--- src/common/frame_mixer_pkg.sv ---
package frame_mixer_pkg;

  // ~~~~~~~~~~~~~~~~~~~~~~~~~~~~~~~~~~~~~~~
  // Word format
  // ~~~~~~~~~~~~~~~~~~~~~~~~~~~~~~~~~~~~~~~
  localparam int DATA_WIDTH = 64;
  localparam int ID_WIDTH   = 8;

  localparam logic [ID_WIDTH-1:0] HEADER_ID     = 8'hFF; // Top byte
  localparam logic [ID_WIDTH-1:0] FOOTER_ID     = 8'h0F; // Low byte
  localparam logic [ID_WIDTH-1:0] SUB_HEADER_ID = 8'hFE; // Top byte
  localparam logic [ID_WIDTH-1:0] SUB_FOOTER_ID = 8'hEF; // Low byte

  // Repair words, all bits outside the ID byte are ones
  localparam logic [DATA_WIDTH-1:0] SUB_HEADER_WORD =
    {SUB_HEADER_ID, {(DATA_WIDTH-ID_WIDTH){1'b1}}};
  localparam logic [DATA_WIDTH-1:0] SUB_FOOTER_WORD =
    {{(DATA_WIDTH-ID_WIDTH){1'b1}}, SUB_FOOTER_ID};

  // ~~~~~~~~~~~~~~~~~~~~~~~~~~~~~~~~~~~~~~~
  // Types
  // ~~~~~~~~~~~~~~~~~~~~~~~~~~~~~~~~~~~~~~~
  typedef enum logic [1:0] {WORD_DATA, WORD_HEADER, WORD_FOOTER} word_kind_e;

  typedef enum logic {OUTSIDE, INSIDE} frame_state_e;

  typedef enum logic [1:0] {IDLE, GRANT_CH0, GRANT_CH1} grant_state_e;

  typedef struct packed {
    logic [DATA_WIDTH-1:0] word;
    logic                  valid;   // Word emitted this cycle
    logic                  last;    // Word closes a frame
    logic                  pending; // FIFO not empty
  } chan_word_t;

  // Header wins over footer, anything else is data
  function automatic word_kind_e word_kind(input logic [DATA_WIDTH-1:0] w);
    logic [ID_WIDTH-1:0] top_id;
    logic [ID_WIDTH-1:0] low_id;
    top_id = w[DATA_WIDTH-1 -: ID_WIDTH];
    low_id = w[ID_WIDTH-1:0];
    if (top_id == HEADER_ID) begin
      return WORD_HEADER;
    end
    if ((low_id == FOOTER_ID) && (w[DATA_WIDTH-1 -: 2] == 2'b11)) begin
      return WORD_FOOTER;
    end
    return WORD_DATA;
  endfunction

endpackage

--- src/channel_reader/channel_reader.sv ---
`timescale 1ns/100ps

module channel_reader
  import frame_mixer_pkg::*;
(
  input  logic                  CLK,
  input  logic                  RESETN,
  input  logic [DATA_WIDTH-1:0] din,
  input  logic                  avail,
  input  logic                  grant,
  input  logic                  ready,
  output logic                  re,
  output chan_word_t            out
);

  frame_state_e state;
  frame_state_e state_nxt;
  word_kind_e   kind;

  logic emit;
  logic need_sub_header;
  logic need_sub_footer;

  // ~~~~~~~~~~~~~~~~~~~~~~~~~~~~~~~~~~~~~~~
  // Head word classification
  // ~~~~~~~~~~~~~~~~~~~~~~~~~~~~~~~~~~~~~~~
  assign kind = word_kind(din);

  // One word per cycle while granted and downstream has room
  assign emit = grant & ready & avail;

  // Data or footer outside a frame lost its header
  assign need_sub_header = (state == OUTSIDE) && (kind != WORD_HEADER);

  // Header inside a frame means the footer went missing
  assign need_sub_footer = (state == INSIDE) && (kind == WORD_HEADER);

  // ~~~~~~~~~~~~~~~~~~~~~~~~~~~~~~~~~~~~~~~
  // Emission and pop
  // ~~~~~~~~~~~~~~~~~~~~~~~~~~~~~~~~~~~~~~~
  always_comb begin
    out.word    = din;
    out.valid   = emit;
    out.last    = 1'b0;
    out.pending = avail;
    re          = 1'b0;
    if (emit) begin
      if (need_sub_header) begin
        out.word = SUB_HEADER_WORD; // FIFO word follows next
      end else if (need_sub_footer) begin
        out.word = SUB_FOOTER_WORD;
        out.last = 1'b1;
      end else begin
        re = 1'b1;
        if (kind == WORD_FOOTER) begin
          out.last = 1'b1;
        end
      end
    end
  end

  // ~~~~~~~~~~~~~~~~~~~~~~~~~~~~~~~~~~~~~~~
  // Frame tracking
  // ~~~~~~~~~~~~~~~~~~~~~~~~~~~~~~~~~~~~~~~
  always_comb begin
    state_nxt = state;
    if (emit) begin
      case (state)
        OUTSIDE: begin
          // Either the real header or its substitute opens the frame
          state_nxt = INSIDE;
        end
        INSIDE: begin
          if (need_sub_footer) begin
            state_nxt = OUTSIDE; // Header is emitted on a later cycle
          end else if (kind == WORD_FOOTER) begin
            state_nxt = OUTSIDE;
          end
        end
        default: begin
          state_nxt = OUTSIDE;
        end
      endcase
    end
  end

  always_ff @(posedge CLK) begin
    if (!RESETN) begin
      state <= OUTSIDE;
    end else begin
      state <= state_nxt;
    end
  end

  // ~~~~~~~~~~~~~~~~~~~~~~~~~~~~~~~~~~~~~~~
  // Assertions
  // ~~~~~~~~~~~~~~~~~~~~~~~~~~~~~~~~~~~~~~~
  // Pop only from a non-empty FIFO while the merger grants this channel
  a_re_granted: assert property (
    @(posedge CLK) disable iff (!RESETN)
    re |-> (avail && grant && ready)
  ) else $error("channel_reader: pop without avail, grant or ready");

  // A repair word leaves the head word in the FIFO for the next cycle
  a_repair_keeps_head: assert property (
    @(posedge CLK) disable iff (!RESETN)
    (out.valid && !re && ready && grant) |=> (avail && ($past(din) == din))
  ) else $error("channel_reader: head word lost after repair");

endmodule

--- src/frame_merger/frame_merger.sv ---
`timescale 1ns/100ps

module frame_merger
  import frame_mixer_pkg::*;
(
  input  logic                  CLK,
  input  logic                  RESETN,
  input  chan_word_t            ch0_word,
  input  chan_word_t            ch1_word,
  output logic                  grant0,
  output logic                  grant1,
  output logic [DATA_WIDTH-1:0] dout,
  output logic                  sending
);

  grant_state_e state;
  grant_state_e state_nxt;

  logic [DATA_WIDTH-1:0] sel_word;
  logic                  sel_valid;
  logic                  sel_last;

  // ~~~~~~~~~~~~~~~~~~~~~~~~~~~~~~~~~~~~~~~
  // Grant decode and channel select
  // ~~~~~~~~~~~~~~~~~~~~~~~~~~~~~~~~~~~~~~~
  assign grant0 = (state == GRANT_CH0);
  assign grant1 = (state == GRANT_CH1);

  always_comb begin
    case (state)
      GRANT_CH0: begin
        sel_word  = ch0_word.word;
        sel_valid = ch0_word.valid;
        sel_last  = ch0_word.last;
      end
      GRANT_CH1: begin
        sel_word  = ch1_word.word;
        sel_valid = ch1_word.valid;
        sel_last  = ch1_word.last;
      end
      default: begin
        sel_word  = ch0_word.word;
        sel_valid = 1'b0; // Nobody granted in IDLE
        sel_last  = 1'b0;
      end
    endcase
  end

  // ~~~~~~~~~~~~~~~~~~~~~~~~~~~~~~~~~~~~~~~
  // Frame-level grant FSM
  // ~~~~~~~~~~~~~~~~~~~~~~~~~~~~~~~~~~~~~~~
  always_comb begin
    state_nxt = state;
    case (state)
      IDLE: begin
        if (ch0_word.pending) begin
          state_nxt = GRANT_CH0; // Fixed priority on channel 0
        end else if (ch1_word.pending) begin
          state_nxt = GRANT_CH1;
        end
      end
      GRANT_CH0, GRANT_CH1: begin
        if (sel_valid && sel_last) begin
          state_nxt = IDLE; // Rearbitrate after the frame ends
        end
      end
      default: begin
        state_nxt = IDLE;
      end
    endcase
  end

  always_ff @(posedge CLK) begin
    if (!RESETN) begin
      state <= IDLE;
    end else begin
      state <= state_nxt;
    end
  end

  // ~~~~~~~~~~~~~~~~~~~~~~~~~~~~~~~~~~~~~~~
  // Output register
  // ~~~~~~~~~~~~~~~~~~~~~~~~~~~~~~~~~~~~~~~
  always_ff @(posedge CLK) begin
    if (!RESETN) begin
      dout    <= '1;
      sending <= 1'b0;
    end else begin
      sending <= sel_valid;
      if (sel_valid) begin
        dout <= sel_word; // Holds value otherwise
      end
    end
  end

  // ~~~~~~~~~~~~~~~~~~~~~~~~~~~~~~~~~~~~~~~
  // Assertions
  // ~~~~~~~~~~~~~~~~~~~~~~~~~~~~~~~~~~~~~~~
  a_grant_onehot: assert property (
    @(posedge CLK) disable iff (!RESETN)
    !(grant0 && grant1)
  ) else $error("frame_merger: both channels granted");

  // Readers must stay silent unless granted
  a_ch0_valid_granted: assert property (
    @(posedge CLK) disable iff (!RESETN)
    ch0_word.valid |-> grant0
  ) else $error("frame_merger: channel 0 word without grant");

  a_ch1_valid_granted: assert property (
    @(posedge CLK) disable iff (!RESETN)
    ch1_word.valid |-> grant1
  ) else $error("frame_merger: channel 1 word without grant");

endmodule

--- src/source/frame_mixer_top.sv ---
`timescale 1ns/100ps

module frame_mixer_top
  import frame_mixer_pkg::*;
(
  input  logic                  CLK,
  input  logic                  RESETN,
  input  logic [DATA_WIDTH-1:0] ch0_din,
  input  logic                  ch0_avail,
  input  logic [DATA_WIDTH-1:0] ch1_din,
  input  logic                  ch1_avail,
  input  logic                  ready,
  output logic                  ch0_re,
  output logic                  ch1_re,
  output logic [DATA_WIDTH-1:0] dout,
  output logic                  sending
);

  chan_word_t ch0_word;
  chan_word_t ch1_word;
  logic       grant0;
  logic       grant1;

  // ~~~~~~~~~~~~~~~~~~~~~~~~~~~~~~~~~~~~~~~
  // Channel readers
  // ~~~~~~~~~~~~~~~~~~~~~~~~~~~~~~~~~~~~~~~
  channel_reader reader0 (
    .CLK    (CLK),
    .RESETN (RESETN),
    .din    (ch0_din),
    .avail  (ch0_avail),
    .grant  (grant0),
    .ready  (ready),
    .re     (ch0_re),
    .out    (ch0_word)
  );

  channel_reader reader1 (
    .CLK    (CLK),
    .RESETN (RESETN),
    .din    (ch1_din),
    .avail  (ch1_avail),
    .grant  (grant1),
    .ready  (ready),
    .re     (ch1_re),
    .out    (ch1_word)
  );

  // ~~~~~~~~~~~~~~~~~~~~~~~~~~~~~~~~~~~~~~~
  // Merger and output stage
  // ~~~~~~~~~~~~~~~~~~~~~~~~~~~~~~~~~~~~~~~
  frame_merger merger0 (
    .CLK      (CLK),
    .RESETN   (RESETN),
    .ch0_word (ch0_word),
    .ch1_word (ch1_word),
    .grant0   (grant0),
    .grant1   (grant1),
    .dout     (dout),
    .sending  (sending)
  );

endmodule

--- config.mk ---
export PLATFORM = sky130hd
export DESIGN_NAME = frame_mixer_top
export DESIGN_NICKNAME = d
export VERILOG_FILES = /design/src/common/frame_mixer_pkg.sv /design/src/channel_reader/channel_reader.sv /design/src/frame_merger/frame_merger.sv /design/src/source/frame_mixer_top.sv
export SDC_FILE = /design/constraint.sdc
export NUM_CORES = 1
export LEC_CHECK = 0
export ABC_CLOCK_PERIOD_IN_PS = 2000
export BUFFER_PORTS_ARGS = -buffer_cell sky130_fd_sc_hd__clkbuf_2
export CAP_MARGIN = 10
export CORE_MARGIN = 4
export CORE_UTILIZATION = 40
export CTS_CLUSTER_SIZE = 40
export DETAILED_ROUTE_END_ITERATION = 8
export PLACE_DENSITY = 0.74
export SLEW_MARGIN = 15
export SYNTH_ARGS = -nofsm -noshare
export SYNTH_HDL_FRONTEND = slang
export SYNTH_HIERARCHICAL = 1
export SYNTH_SLANG_ARGS = --single-unit
--- constraint.sdc ---
create_clock -name CLK -period 2 [get_ports CLK]
set_input_delay 0.4 -clock CLK [delete_from_list [all_inputs] [get_ports CLK]]
set_output_delay 0.4 -clock CLK [all_outputs]
set_load 0.05 [all_outputs]
## Yosys cells after proc, flatten, opt, wreduce, memory -nomap -nowiden

Cells that the tools add are included.

- Equal/unequal tests: 16
- Reductions and logical operators: 10
- Mux-type cells: 47
- Bitwise logic cells: 6

Operators with widths:

| kind | count |
|---|---|
| $mux W64 | 7 |
| $mux W1 | 24 |
| $mux W2 | 11 |
| $eq A8 B4 Y1 const B | 2 |
| $eq A8 B8 Y1 const B | 2 |
| $eq A2 B2 Y1 const B | 5 |
| $pmux W1 S2 | 4 |
| $logic_and A1 B1 Y1 | 7 |
| $eq A2 B1 Y1 const B | 3 |
| $ne A2 B1 Y1 const B | 3 |
| $and A1 B1 Y1 | 4 |
| $pmux W2 S2 | 1 |
| $ne A3 B3 Y1 const B | 1 |
| $logic_not A2 Y1 | 1 |
| $not A1 Y1 | 2 |
| $reduce_and A2 Y1 | 1 |
| $reduce_or A2 Y1 | 1 |

- Output and inout bits: 67
- Input port bits: 133
- Register bits after elaboration: 69
- Logic and storage cells: 84

## Longest topological paths before layout

- Depth in word-level cells: 15
- Depth in mapped cells: 11

## Hierarchy

Netlist, hierarchy kept.

By module, submodules not included:

| module | cells each | seq. area each (um2) | area an instance (um2) | instances |
|---|---|---|---|---|
| frame_merger | 311 | 1,341.3 | 3,286.9 | 1 |
| channel_reader | 95 | 20.0 | 659.4 | 2 |

## Worst setup path after synthesis

Ideal clock, no wire load.

- Path type: register -> register
- Start: reg merger0.state[1]
- End: reg merger0.state[1]
- Cell stages (with the launch flop): 12
- Period minus slack after synthesis: 2.068 ns
- Required time: 1.881 ns
- Setup slack: -0.068 ns
- Arrival: 1.950 ns
- Cells stage by stage: dfxtp_1 -> inv_1 -> ha_1 -> and3_1 -> buf_6 -> and4b_4 -> a21oi_1 -> nor2_1 -> nand3_1 -> nand2_1 -> o221a_2 -> o221a_2

RTL lines:

| item | RTL line | source |
|---|---|---|
| start, declared | frame_merger.sv:16 | `grant_state_e state;` |
| start signal, assigned | frame_merger.sv:77 | `state <= state_nxt;` |

==> summary.txt <==
dpl ws: -0.1707 ns
CP Class: reg -> reg
Max Cap Viol: 0
IO Pins: 200
Critical Path, Cell by Cell: inv_2, ha_4, and3_4, and4b_4, a21oi_4, nor2_2, nand3_1, nand2_1, o221a_2, o221a_2
number of fill cells in the layout: 981
status: complete, but fails checks
Hold Path Class: in -> reg
pin count of the biggest net entering global routing: 56
synthesis-stage register bit count: 69
P per Cell Area: 802.5 mW/mm^2
RSZ-0062 raised after global routing: yes
clk buf depth: 2
failing checks: setup timing
CP max stage cell: dfxtp_4
Required @ worst endpoint: 2.21 ns
CP arrival: 2.22 ns
RePlAce Congestion: 0.7961
Die Y: 115.3 um
Leakage: 3.290 nW
clock buffer count from CTS: 9
CP Max Fanout: 3
clock transition at the registers of the reported paths: 0.06 ns
final core occ: 57.34%
Cell variety after synth: 33
Core Region: 0.01103 sq mm
Final HPWL DP: 9955 um
final setup violation count: 1
Netlist Area Pre-Place: 0.004606 sq mm
initial antenna violation count: 0
Initial Utilization: 41.75%
worst r2r path cells: 10
vias in the first global route: 4458
register area share after synthesis: 29.99%
Synth-to-Final Area Change: 37.33%
Sink Count: 69
worst vdd ir: 0.5223 mV
crit end category: register
share of cells above drive strength 1: 46.43%
worst slew pin tran: 0.5982 ns
Total Routing Usage GR: 18.97%
Clock Latency Late Sink: 0.32 ns
Final ANT Viol Nets: 0
dpl cells: 833
Die W: 115.3 um
Slew headroom: 60.12%
final instance area: 0.006325 sq mm
top cell type's share of synthesized area: 29.99%
Vias/cell: 5.046
Finished Layout Cells: 855
Crit path depth: 10
setup TNS: -0.01000 ns
Fmax: 0.4975 GHz
ranking of synthesized cells by area: dfxtp_1 (30%), nand2b_1 (17%), mux2i_1 (14%)
slowest stage delay, CP: 0.37 ns
final worst setup slack: -0.01000 ns
Post-Syn Instances: 501
Antenna diodes: 0
drt drc: 0
Cell Area, Placed: 0.005911 sq mm
FP Rows: 38
WL/cell: 15.20 um
Fin Clk Skew: 0.008586 ns
Period minus WS final: 2.010 ns
Final Hold Violating Endpoints: 0
TritonCTS clock tree: built
crit path buf inv count: 1
final wirelength: 13000 um
Slew Viols, Final: 0
total die area: 0.01330 sq mm
cell family with most CP delay: compound AO/OA/AOI/OAI gates
IO buf count: 199
total number of vias: 4314
first-pass GRT wire length: 20250 um
cell mode on critical path: o221a_2
cell taking the most area after synthesis: dfxtp_1
yosys warns: 6
nets@finish: 852
Startpoint Class: register
CTS H-tree depth: 3
Tcrit/Tclk final: 100.5%
Iter 0 DRT Violations: 179
Avg Cell Area, Syn: 9.193 sq um
Pre-Repair DR Iteration Count: 4
Root Driver: clkbuf_16
Hold Crit Depth: 2
Syn Nets: 641
total gr overflow: 0
[through the flow]
step	total power [mW]	hold slack, ns
2_1_floorplan	2.928	0.4730
3_3_place_gp	3.328	0.4555
3_5_place_dp	3.395	0.4657
4_1_cts	5.030	0.4230
5_1_grt	5.330	0.4463
6_report	5.076	0.4341
[cell usage in the layout (no fill, tap or decap), types with 5 or more instances in the layout]
cell type  Yosys  final
clkbuf_2       0    196
nand2b_1     125    125
nand2_1       69     69
dfxtp_1       69     67
mux2i_1       64     64
o211ai_2      41     41
buf_4          9     40
o211ai_1      23     23
clkbuf_16      0      9
buf_12         0      9
a22o_1         5      5
inv_1          7      5
a21oi_1        8      5
ha_1           7      5
[registers in the layout, indices dropped and copies added, names as in the netlist]
signal	flops
merger0/sending	1
merger0/dout	64
reader1/state	1
reader0/state	1
merger0/state	2
[routing by layer]
layer	GRT usage, %	share of wire, %	vias up	wire length, um
met2	36.00	52	142	6762
met3	2.632	5.3	25	695
met1	20.59	40	1988	5201
met4	8.764	2.6	0	338
li1	-	-	2159	-
met5	0	0	-	0
[worst paths after layout]
path | end | slack [ns] | start
setup reg to reg | merger0/state[1] | -0.01 | merger0/state[1]
hold reg to reg | merger0/dout[3] | 0.48 | merger0/dout[3]
setup / recovery | merger0/state[1] | -0.01 | merger0/state[1]
hold / removal | merger0/dout[3] | 0.43 | RESETN
[synthesized netlist by cell type]
master	instances
buf_4	9
a21oi_1	8
nand3_1	2
buf_6	10
nor4b_4	2
and3_1	2
o221a_2	2
o21ai_4	2
and2_1	2
clkbuf_4	1
o22ai_1	1
or2_1	2
clkbuf_1	4
mux2i_1	64
dfxtp_1	69
nand4_1	4
nand2b_1	125
and4bb_2	4
a22o_1	5
buf_8	1
o211ai_1	23
nor2_1	3
nand2_2	1
buf_2	22
inv_1	7
nand2_1	69
o211ai_2	41
o32ai_1	1
o21ai_0	3
and4b_4	2
nor2b_1	1
a211oi_2	2
ha_1	7
[cells by family after synthesis]
group,count (synthesis),synth area share [%]
simple gates,219,27.41
compound gates,88,19.10
flops,69,29.99
mux,64,13.91
buf+inv,54,7.688
fa+ha+maj,7,1.902
[report_power, final]
group	total, mW	switching (mW)	internal (mW)	leakage [nW]
Clock	1.54	0.552	0.984	0.139
Sequential	1.48	0.0437	1.43	0.560
Combinational	2.06	1.12	0.946	2.59
Total	5.08	1.71	3.36	3.29
[cell type report]
| cell class | instances | area, sq um | area share [%] |
|---|---|---|---|
| clock buffer | 12 | 246.5 | 3.897 |
| inverter | 7 | 26.28 | 0.4154 |
| tap | 140 | 175.2 | 2.770 |
| sequential | 69 | 1386 | 21.92 |
| clock inverter | 2 | 35.03 | 0.5539 |
| multi-input combinational | 378 | 2968 | 46.92 |
| timing repair buffer | 247 | 1488 | 23.52 |
[timing repair]
item | 4_1_cts | 5_1_grt
setup endpoints to repair | 4 | 2
pin swaps | 8 | 12
hold buffers | 0 | 0
gates resized for setup | 10 | 5
setup buffers | 4 | 4
[worst reg2reg max path, stage by stage (launching register included)]
cell and delay, ns:
dfxtp_4 0.37, inv_2 0.05, ha_4 0.15, and3_4 0.18
and4b_4 0.20, a21oi_4 0.14, nor2_2 0.06, nand3_1 0.08
nand2_1 0.08, o221a_2 0.32, o221a_2 0.27
(Power assumes the default switching activity.)
